[src/hdl/nocPkg.sv]
package nocPkg;

  // Flit kinds as carried on inFlitId and linkFlitId
  localparam logic [2:0] flitKindIdle   = 3'd0;
  localparam logic [2:0] flitKindHeader = 3'd1; // Low data bits hold the window length
  localparam logic [2:0] flitKindBody   = 3'd2;
  localparam logic [2:0] flitKindTail   = 3'd3;

  // Number of input ports competing for this output channel
  localparam int portCount = 5;

  // Port indices, also the value driven on linkSrc
  localparam logic [2:0] portLocal = 3'd0;
  localparam logic [2:0] portNorth = 3'd1;
  localparam logic [2:0] portEast  = 3'd2;
  localparam logic [2:0] portWest  = 3'd3;
  localparam logic [2:0] portSouth = 3'd4;

  // One-hot arbiter states
  // Bit 0 means no grant, bit i+1 means port i owns the link
  localparam logic [5:0] grantIdle  = 6'b000001;
  localparam logic [5:0] grantLocal = 6'b000010;
  localparam logic [5:0] grantNorth = 6'b000100;
  localparam logic [5:0] grantEast  = 6'b001000;
  localparam logic [5:0] grantWest  = 6'b010000;
  localparam logic [5:0] grantSouth = 6'b100000;

endpackage

[src/hdl/portBuffer.sv]
module portBuffer #(
  parameter int flitDataWidth = 16,
  parameter int bufferDepth = 8
) (
  input  logic clk,
  input  logic rst,
  input  logic inValid,
  input  logic [2:0] inFlitId,
  input  logic [flitDataWidth-1:0] inData,
  input  logic pop,
  output logic req,
  output logic full,
  output logic [2:0] headFlitId,
  output logic [flitDataWidth-1:0] headData
);

  localparam int ptrWidth = $clog2(bufferDepth);

  logic [2:0] flitIdMem [bufferDepth];
  logic [flitDataWidth-1:0] dataMem [bufferDepth];
  logic [ptrWidth-1:0] readPtr;
  logic [ptrWidth-1:0] writePtr;
  logic [ptrWidth:0] count;
  logic doWrite;
  logic doPop;

  assign req = (count != '0);
  assign full = (count == (ptrWidth + 1)'(bufferDepth));

  assign doWrite = inValid && !full;
  assign doPop = pop && req;

  // Head flit straight from storage so the arbiter sees it in the same cycle
  assign headFlitId = flitIdMem[readPtr];
  assign headData = dataMem[readPtr];

  always_ff @(posedge clk)
  begin
    if (doWrite)
    begin
      flitIdMem[writePtr] <= inFlitId;
      dataMem[writePtr] <= inData;
    end
  end

  // Pointers wrap on their own since the depth is a power of two
  always_ff @(posedge clk)
  begin
    if (rst)
    begin
      readPtr <= '0;
      writePtr <= '0;
      count <= '0;
    end
    else
    begin
      if (doWrite)
        writePtr <= writePtr + 1'b1;
      if (doPop)
        readPtr <= readPtr + 1'b1;
      if (doWrite && !doPop)
        count <= count + 1'b1;
      else if (doPop && !doWrite)
        count <= count - 1'b1;
    end
  end

  // The sender has to watch full before strobing
  noWriteWhenFull: assert property (
    @(posedge clk) disable iff (rst) inValid |-> !full
  );

  // The output link may only pop a port that shows a request
  noPopWhenEmpty: assert property (
    @(posedge clk) disable iff (rst) pop |-> req
  );

endmodule

[src/hdl/grantTimer.sv]
module grantTimer #(
  parameter int flitDataWidth = 16,
  parameter int lengthWidth = 12
) (
  input  logic clk,
  input  logic rst,
  input  logic [2:0] headFlitId,
  input  logic [flitDataWidth-1:0] headData,
  input  logic runTimer,
  output logic timesUp
);

  logic [lengthWidth-1:0] windowLength;
  logic [lengthWidth-1:0] count;

  always_ff @(posedge clk)
  begin
    if (rst)
    begin
      windowLength <= '0;
      count <= '0;
    end
    else
    begin
      // A header sitting at the head sets the window of the next grant
      if (headFlitId == nocPkg::flitKindHeader)
        windowLength <= headData[lengthWidth-1:0];
      if (runTimer)
        count <= count + 1'b1;
      else
        count <= '0; // Back to zero whenever the port is not holding
    end
  end

  assign timesUp = (count == windowLength);

endmodule

[src/hdl/linkArbiter.sv]
module linkArbiter #(
  parameter int flitDataWidth = 16,
  parameter int lengthWidth = 12
) (
  input  logic clk,
  input  logic rst,
  input  logic [nocPkg::portCount-1:0] req,
  input  logic [2:0] headFlitId [nocPkg::portCount],
  input  logic [flitDataWidth-1:0] headData [nocPkg::portCount],
  output logic [5:0] grantState
);

  logic [5:0] nextState;
  logic [nocPkg::portCount-1:0] runTimer;
  logic [nocPkg::portCount-1:0] timesUp;
  logic holding;
  logic [2:0] holdIdx;
  logic stay;

  for (genvar p = 0; p < nocPkg::portCount; p++)
  begin : gTimer
    grantTimer #(
      .flitDataWidth(flitDataWidth),
      .lengthWidth(lengthWidth)
    ) timer (
      .clk(clk),
      .rst(rst),
      .headFlitId(headFlitId[p]),
      .headData(headData[p]),
      .runTimer(runTimer[p]),
      .timesUp(timesUp[p])
    );
  end

  // Which port, if any, owns the link right now
  always_comb
  begin
    holding = 1'b0;
    holdIdx = '0;
    for (int i = 0; i < nocPkg::portCount; i++)
    begin
      if (grantState[i + 1])
      begin
        holding = 1'b1;
        holdIdx = 3'(i);
      end
    end
  end

  assign stay = holding && req[holdIdx] && !timesUp[holdIdx];

  always_comb
  begin
    int start;
    int cand;
    logic found;

    runTimer = '0;
    nextState = nocPkg::grantIdle;
    found = 1'b0;
    cand = 0;
    // From idle the search starts at Local, otherwise just past the holder
    start = holding ? int'(holdIdx) + 1 : 0;

    if (stay)
    begin
      runTimer[holdIdx] = 1'b1; // Counts only the cycles after the first one
      nextState = grantState;
    end
    else
    begin
      for (int k = 0; k < nocPkg::portCount; k++)
      begin
        cand = (start + k) % nocPkg::portCount;
        if (!found && req[cand] && !(holding && cand == int'(holdIdx)))
        begin
          found = 1'b1;
          nextState = '0;
          nextState[cand + 1] = 1'b1;
        end
      end
    end
  end

  always_ff @(posedge clk)
  begin
    if (rst)
      grantState <= nocPkg::grantIdle;
    else
      grantState <= nextState;
  end

  grantOneHot: assert property (
    @(posedge clk) disable iff (rst) $onehot(grantState)
  );

  // Leaving idle must land on a port that was asking for the link
  idleGrantsRequester: assert property (
    @(posedge clk) disable iff (rst)
    (grantState == nocPkg::grantIdle) |=>
      ((grantState[nocPkg::portCount:1] & ~$past(req)) == '0)
  );

endmodule

[src/hdl/outputLink.sv]
module outputLink #(
  parameter int flitDataWidth = 16
) (
  input  logic clk,
  input  logic rst,
  input  logic [5:0] grantState,
  input  logic [nocPkg::portCount-1:0] req,
  input  logic [2:0] headFlitId [nocPkg::portCount],
  input  logic [flitDataWidth-1:0] headData [nocPkg::portCount],
  output logic [nocPkg::portCount-1:0] pop,
  output logic linkValid,
  output logic [2:0] linkFlitId,
  output logic [flitDataWidth-1:0] linkData,
  output logic [2:0] linkSrc
);

  logic [2:0] srcIdx;

  always_comb
  begin
    case (grantState)
      nocPkg::grantLocal: srcIdx = nocPkg::portLocal;
      nocPkg::grantNorth: srcIdx = nocPkg::portNorth;
      nocPkg::grantEast:  srcIdx = nocPkg::portEast;
      nocPkg::grantWest:  srcIdx = nocPkg::portWest;
      nocPkg::grantSouth: srcIdx = nocPkg::portSouth;
      default:            srcIdx = nocPkg::portLocal;
    endcase
  end

  // Idle bit sits below the port bits, so an idle arbiter pops nothing
  assign pop = grantState[nocPkg::portCount:1] & req;

  always_ff @(posedge clk)
  begin
    if (rst)
      linkValid <= 1'b0;
    else
      linkValid <= |pop;
  end

  always_ff @(posedge clk)
  begin
    if (|pop)
    begin
      linkFlitId <= headFlitId[srcIdx];
      linkData <= headData[srcIdx];
      linkSrc <= srcIdx;
    end
  end

  // Relies on the arbiter never granting two ports at once
  singlePop: assert property (
    @(posedge clk) disable iff (rst) $onehot0(pop)
  );

endmodule

[src/hdl/routerOutputTop.sv]
module routerOutputTop #(
  parameter int flitDataWidth = 16,
  parameter int bufferDepth = 8,
  parameter int lengthWidth = 12
) (
  input  logic clk,
  input  logic rst,
  input  logic [nocPkg::portCount-1:0] inValid,
  input  logic [2:0] inFlitId [nocPkg::portCount],
  input  logic [flitDataWidth-1:0] inData [nocPkg::portCount],
  output logic [nocPkg::portCount-1:0] full,
  output logic linkValid,
  output logic [2:0] linkFlitId,
  output logic [flitDataWidth-1:0] linkData,
  output logic [2:0] linkSrc
);

  logic [nocPkg::portCount-1:0] req;
  logic [nocPkg::portCount-1:0] pop;
  logic [2:0] headFlitId [nocPkg::portCount];
  logic [flitDataWidth-1:0] headData [nocPkg::portCount];
  logic [5:0] grantState;

  // Port order is Local, North, East, West, South
  for (genvar p = 0; p < nocPkg::portCount; p++)
  begin : gPort
    portBuffer #(
      .flitDataWidth(flitDataWidth),
      .bufferDepth(bufferDepth)
    ) buffer (
      .clk(clk),
      .rst(rst),
      .inValid(inValid[p]),
      .inFlitId(inFlitId[p]),
      .inData(inData[p]),
      .pop(pop[p]),
      .req(req[p]),
      .full(full[p]),
      .headFlitId(headFlitId[p]),
      .headData(headData[p])
    );
  end

  linkArbiter #(
    .flitDataWidth(flitDataWidth),
    .lengthWidth(lengthWidth)
  ) arbiter (
    .clk(clk),
    .rst(rst),
    .req(req),
    .headFlitId(headFlitId),
    .headData(headData),
    .grantState(grantState)
  );

  outputLink #(
    .flitDataWidth(flitDataWidth)
  ) link (
    .clk(clk),
    .rst(rst),
    .grantState(grantState),
    .req(req),
    .headFlitId(headFlitId),
    .headData(headData),
    .pop(pop),
    .linkValid(linkValid),
    .linkFlitId(linkFlitId),
    .linkData(linkData),
    .linkSrc(linkSrc)
  );

endmodule

[config.mk]
export PLATFORM = sky130hd
export DESIGN_NAME = routerOutputTop
export DESIGN_NICKNAME = d
export VERILOG_FILES = /design/src/hdl/nocPkg.sv /design/src/hdl/portBuffer.sv /design/src/hdl/grantTimer.sv /design/src/hdl/linkArbiter.sv /design/src/hdl/outputLink.sv /design/src/hdl/routerOutputTop.sv
export SDC_FILE = /design/constraint.sdc
export NUM_CORES = 1
export LEC_CHECK = 0
export BUFFER_PORTS_ARGS = -buffer_cell sky130_fd_sc_hd__buf_2
export CAP_MARGIN = 20
export CORE_AREA = 2 2 301 303
export CTS_BUF_LIST = sky130_fd_sc_hd__clkbuf_8
export CTS_CLUSTER_DIAMETER = 50
export DETAILED_ROUTE_END_ITERATION = 10
export DIE_AREA = 0 0 303 305
export PLACE_DENSITY_LB_ADDON = 0.1
export SETUP_SLACK_MARGIN = 0.15
export SYNTH_ARGS = -nofsm -noshare
export SYNTH_HDL_FRONTEND = slang
export SYNTH_SLANG_ARGS = --single-unit
[constraint.sdc]
create_clock -name clk -period 5.7 [get_ports clk]
set_input_delay 0.285 -clock clk [delete_from_list [all_inputs] [get_ports clk]]
set_output_delay 0.285 -clock clk [all_outputs]
set_load 0.05 [all_outputs]
# Word-level counts from Yosys, hierarchy flattened
# Memory sizes are Yosys's and may differ from the RTL's. A register that Yosys moved wholly into a read port is not among the register bits.
# Cells that the tools add are included.
# word_totals
memories	10
out_inout_bits	28
ramBits	760
reg_bits	199
elab_cells	314
# memory_table
name	depth	width	rd	rd_ports_with_merged_regs	write_ports	line	text
gPort[0].buffer.dataMem	8	16	1	1	1	portBuffer.sv:20	logic [flitDataWidth-1:0] dataMem [bufferDepth];
gPort[1].buffer.dataMem	8	16	1	1	1	portBuffer.sv:20	
gPort[2].buffer.dataMem	8	16	1	1	1	portBuffer.sv:20	
gPort[3].buffer.dataMem	8	16	1	1	1	portBuffer.sv:20	
gPort[4].buffer.dataMem	8	16	1	1	1	portBuffer.sv:20	
gPort[0].buffer.flitIdMem	8	3	1	1	1	portBuffer.sv:19	logic [2:0] flitIdMem [bufferDepth];
+4 memories	n/a	n/a	n/a	n/a	n/a	n/a	
# classes
addsub	35
n_mux	102
n_div	5
reduce_logical	83
n_lt_le_gt_ge	18
bitwise_logic	7
n_eq_ne	24
# op_table
operator	count
$lt 32x5->1 const B	10
$add 32x2->32 const B	6
$eq 32x4->1	5
$ge 32x1->1 const B	5
$mod 32x4->32 const B	5
$mux 3	23
$add 32x3->32 const B	2
$add 12x1->12 const B	5
$eq 12x12->1	5
$bmux 16 s3	1
$logic_and 1x1->1	42
$mux 1	42
$mux 4	10
$add 32x4->32 const B	1
$mux 16	2
$mux 32	1
$add 3x1->3 const B	10
$mux 6	5
$logic_not 1->1	25
$bmux 1 s3	7
$add 4x1->4 const B	5
$eq 4x4->1 const B	5
$reduce_bool 4->1	5
$sub 4x1->4 const B	5
other kinds (20)	42

# Logic depth before layout (Yosys ltp)
# depth
word_depth	32
mapped_depth	24

# Cells and area by module
# A second synthesis with hierarchy kept.
# hier_totals
cells_unflattened	2732
hier_area_um2	42831.1
# by_module_without_submodules
mod	area_per_inst_um2	n_inst	cells_each	seq_area_each_um2
portBuffer at gPort[2].buffer ...	6457.4	3	292	4824.6
portBuffer at gPort[0].buffer ...	6362.4	2	292	4824.6
grantTimer	1073.5	5	113	480.5
linkArbiter	3751.1	1	572	120.1
outputLink	1615.3	1	135	680.7

# Least setup slack after synthesis
# Ideal clock, no wire load.
# synth_timing
kind	register -> register
startpoint	reg arbiter.grantState[4]
endpoint	reg arbiter.grantState[4]
slack_ns	1.398
path_buffers	5
arrival_time_ns	4.185
path_stages_with_launch	22
t_required_ns	5.583
cell_sequence	dfxtp_1 > buf_6 > or2_4 > inv_4 > buf_6 > buf_2 > nand2_1 > inv_1 > ha_1 > clkbuf_2 > buf_2 > and3_1 > a21oi_1 > ha_1 > o21bai_1 > a31o_2 > a2111oi_1 > o211ai_1 > o211ai_2 > or4b_4 > or2_0 > a32o_1
# synth_via
elab_chain_cells	30
elab_cells_between_ends	108
classes_between	add/sub (10); div (5); order compare (10); eq/ne (5); mux (47); reduce/logical (31)
# synth_rtl
item	line	text
start: declaration	linkArbiter.sv:10	output logic [5:0] grantState
start signal: assignment	linkArbiter.sv:88	grantState <= nocPkg::grantIdle;
start signal: assignment	linkArbiter.sv:90	grantState <= nextState;
parallel branches: the longest is 30 deep, another holds $add 32x2->32	n/a	
# Several ways; the timed one is not identified. The select of a mux whose other input is x is not followed.
# A chain may end at the register's enable or synchronous reset.

# Worst setup path after layout
# Ends and elaborated chain as after synthesis.

==> run_results.csv <==
group,metric,value,unit
timing,rsz0062_at_grt,"false",
global_routing,overflow,0,
timing,slew_violations,0,
finish,syn_to_final_growth,16.2,%
synthesis,async_reset_ff_share,0,%
timing,whs,0.263,ns
detailed_routing,wirelength,92000,µm
critical_path,endpoint_kind,"flop",
synthesis,yosys.area.top_type,"edfxtp_1",
synthesis,synth.most_common_cell,"edfxtp_1",
floorplan,die_area,92400,µm²
clocking,cts_buffers,166,
floorplan,die-height,305,µm
power,leakagePower,15.6,nW
synthesis,ys_seq_area_share,68.7,%
clocking,cts-htree-levels,4,
clocking,cts.clk_slew.worst_paths,0.06,ns
timing,fmax,0.202,GHz
critical_path,r2r_setup_slack,0.76,ns
timing,fin_tns_setup,0,ns
synthesis,ys_dominant_reg_cell,"edfxtp_1",
place,hpwl,57600,µm
timing,layout_min_cycle_time,4.94,ns
timing,finClkSkew,0.0339,ns
synthesis,yosys-top-cells-area,"edfxtp_1 (59%), mux4_2 (11%), dfxtp_1 (9.7%)",
timing,final-hold-violation-count,0,
place,numPortBuffers,129,
synthesis,synth_warnings,0,
timing,worst_pin_slew,0.995,ns
flow_run,maxCapViolCount,0,
critical_path,crit_fanout,22,
detailed_routing,vias,22025,
power,vdd_drop_max,0.261,mV
critical_path,required,6.41,ns
detailed_routing,wire_per_inst,22.5,µm
detailed_routing,via_per_inst,5.39,
finish,fin_nets,2921,
floorplan,io_pins,130,
clocking,cts_tree,"built",
synthesis,postSynthAreaPerCell,16.3,µm²
synthesis,ys_seq_elements,974,
finish,fillers,7396,
critical_path,cp-start-kind,"flop",
detailed_routing,drc_errors,4,
detailed_routing,ant_nets,0,
floorplan,initial_core_util,44.5,%
synthesis,synth-edff-count,782,
detailed_routing,dr.pass1.iters,10,
clocking,clock-sinks,974,
timing,setup_viol,0,
critical_path,crit_type,"reg2reg",
synthesis,yosys-top-cells-count,"edfxtp_1 (782), dfxtp_1 (192), mux4_2 (190), nor2_1 (188), nand2_1 (132)",
synthesis,netlist_area,39800,µm²
global_routing,grt_start_max_net_pins,75,
clocking,cts_root_buf,"clkbuf_8",
place,place_congestion,0.865,
synthesis,synth_top_area_share,59.1,%
detailed_routing,drt_iter0_markers,1799,
global_routing,grt_pass1_vias,22831,
floorplan,fp.dieW,303,µm
power,p_per_area,420,nW/µm²
status,status,"finished with violations",
global_routing,antenna_found_initial,6,
floorplan,rows,110,
finish,drive_above_1_share,25.5,%
synthesis,synthesis.nets,2580,
global_routing,grt_pass1_wl,139000,µm
floorplan,coreArea,89300,µm²
status,violations,"DRC",
synthesis,synth_cell_type_count,84,
synthesis,synthCells,2433,
clocking,insertion_delay,0.83,ns
worst_hold_path,hold_path.class,"in2reg",
timing,max_slew_margin,33.3,%
global_routing,grtUsageTotal,20.2,%
critical_path,arrival,5.66,ns
clocking,cts_buffer_depth,3,
timing,min_period_over_period,86.7,%
critical path, stage by stage (launching register included):
cell and delay, ns:
dfxtp_1 0.31, or2_4 0.28, inv_4 0.23, nand2_1 0.17
inv_1 0.15, ha_1 0.53, inv_1 0.22, a21oi_1 0.31
ha_1 0.31, nand3b_1 0.26, a21oi_1 0.37, a221o_1 0.20
a222oi_1 0.09, o211ai_2 0.39, or4b_4 0.55, or2_0 0.22
a32o_1 0.25
power breakdown:
part | switching, mW | leakage [nW] | internal, mW
logic | 2.91 | 5.08 | 1.80
clock network | 2.80 | 1.84 | 3.18
registers | 0.374 | 8.67 | 8.34
total | 6.08 | 15.6 | 13.3
sequential cells by signal, summed over array words and instances (netlist names), named ones only:
name                               flops
arbiter.gTimer.timer.count            60
arbiter.gTimer.timer.windowLength     60
arbiter.grantState                     6
gPort.buffer.count                    20
gPort.buffer.dataMem                 640
gPort.buffer.flitIdMem               120
gPort.buffer.readPtr                  15
gPort.buffer.writePtr                 15
link.linkData                         16
link.linkFlitId                        3
link.linkSrc                           3
link.linkValid                         1
logic make-up after synthesis:
| logic type | Yosys count | share of synthesized area, % |
|---|---|---|
| flip-flops | 974 | 68.7 |
| AND/OR/NAND/NOR | 563 | 6.75 |
| multiplexers | 320 | 14.2 |
| AO/OA/AOI/OAI | 220 | 3.70 |
| buffers and inverters | 157 | 1.73 |
| XOR/XNOR | 154 | 3.39 |
| adder cells (fa/ha/maj) | 45 | 1.51 |
metrics by stage:
step	util, %	setup WS [ns]	total power, mW	instance area [µm²]	instances
after detailed placement	47.0	0.917	13.5	42000	3681
after global placement	47.0	0.933	13.4	42000	3681
after CTS	51.7	0.878	19.6	46200	4087
after global routing	51.7	0.480	20.4	46200	4088
after floorplan	-	1.40	12.1	39800	2433
final	51.7	0.756	19.4	46200	4088
area by class of cell:
| class | count | area (µm²) | share of cell area (%) |
|---|---|---|---|
| Tap cell | 1176 | 1470 | 3.18 |
| Sequential cell | 974 | 27300 | 59.1 |
| Antenna cell | 1 | 2.50 | 0.00541 |
| Timing Repair Buffer | 294 | 2140 | 4.63 |
| Clock inverter | 130 | 783 | 1.69 |
| Clock buffer | 175 | 2410 | 5.21 |
| Multi-Input combinational cell | 1302 | 11900 | 25.8 |
| Inverter | 36 | 138 | 0.298 |
per-layer routing:
layer | up-vias | share of wire (%) | GRT usage [%]
li1 | 10120 | - | -
met1 | 11181 | 45 | 27.9
met2 | 567 | 47 | 31.5
met3 | 151 | 5.3 | 4.23
met4 | 6 | 2.7 | 7.23
met5 | - | 0.043 | 0
what timing repair did:
| action | 4_1_cts | 5_1_grt |
|---|---|---|
| endpoints found under the hold margin | 774 | 0 |
| setup endpoints to repair | 0 | 0 |
| gates resized for setup | 0 | 0 |
| hold buffers | 101 | 0 |
| buffers inserted | 0 | 0 |
final timing paths:
| check | cells past startpoint | to | start |
|---|---|---|---|
| setup / recovery | 16 | arbiter.grantState[4] | arbiter.grantState[4] |
| hold / removal | 2 | gPort[2].buffer.dataMem[0][2] | inData[34] |
| setup reg to reg | 16 | arbiter.grantState[4] | arbiter.grantState[4] |
| hold reg to reg | 2 | arbiter.gTimer[3].timer.windowLength[0] | arbiter.gTimer[3].timer.windowLength[0] |
cells in the final DEF, fill, tap and decap left out, types with 76 or more instances in the layout:
| cell type | n |
|---|---|
| edfxtp_1 | 782 |
| mux4_2 | 190 |
| dfxtp_1 | 184 |
| nor2_1 | 175 |
| clkbuf_8 | 175 |
| nand2_1 | 132 |
| buf_2 | 128 |
| dlygate4sd3_1 | 101 |
| xnor2_1 | 100 |
| inv_1 | 94 |
| mux2i_1 | 82 |
| a21oi_1 | 76 |
Note: power is estimated with default switching activity, not from simulation.
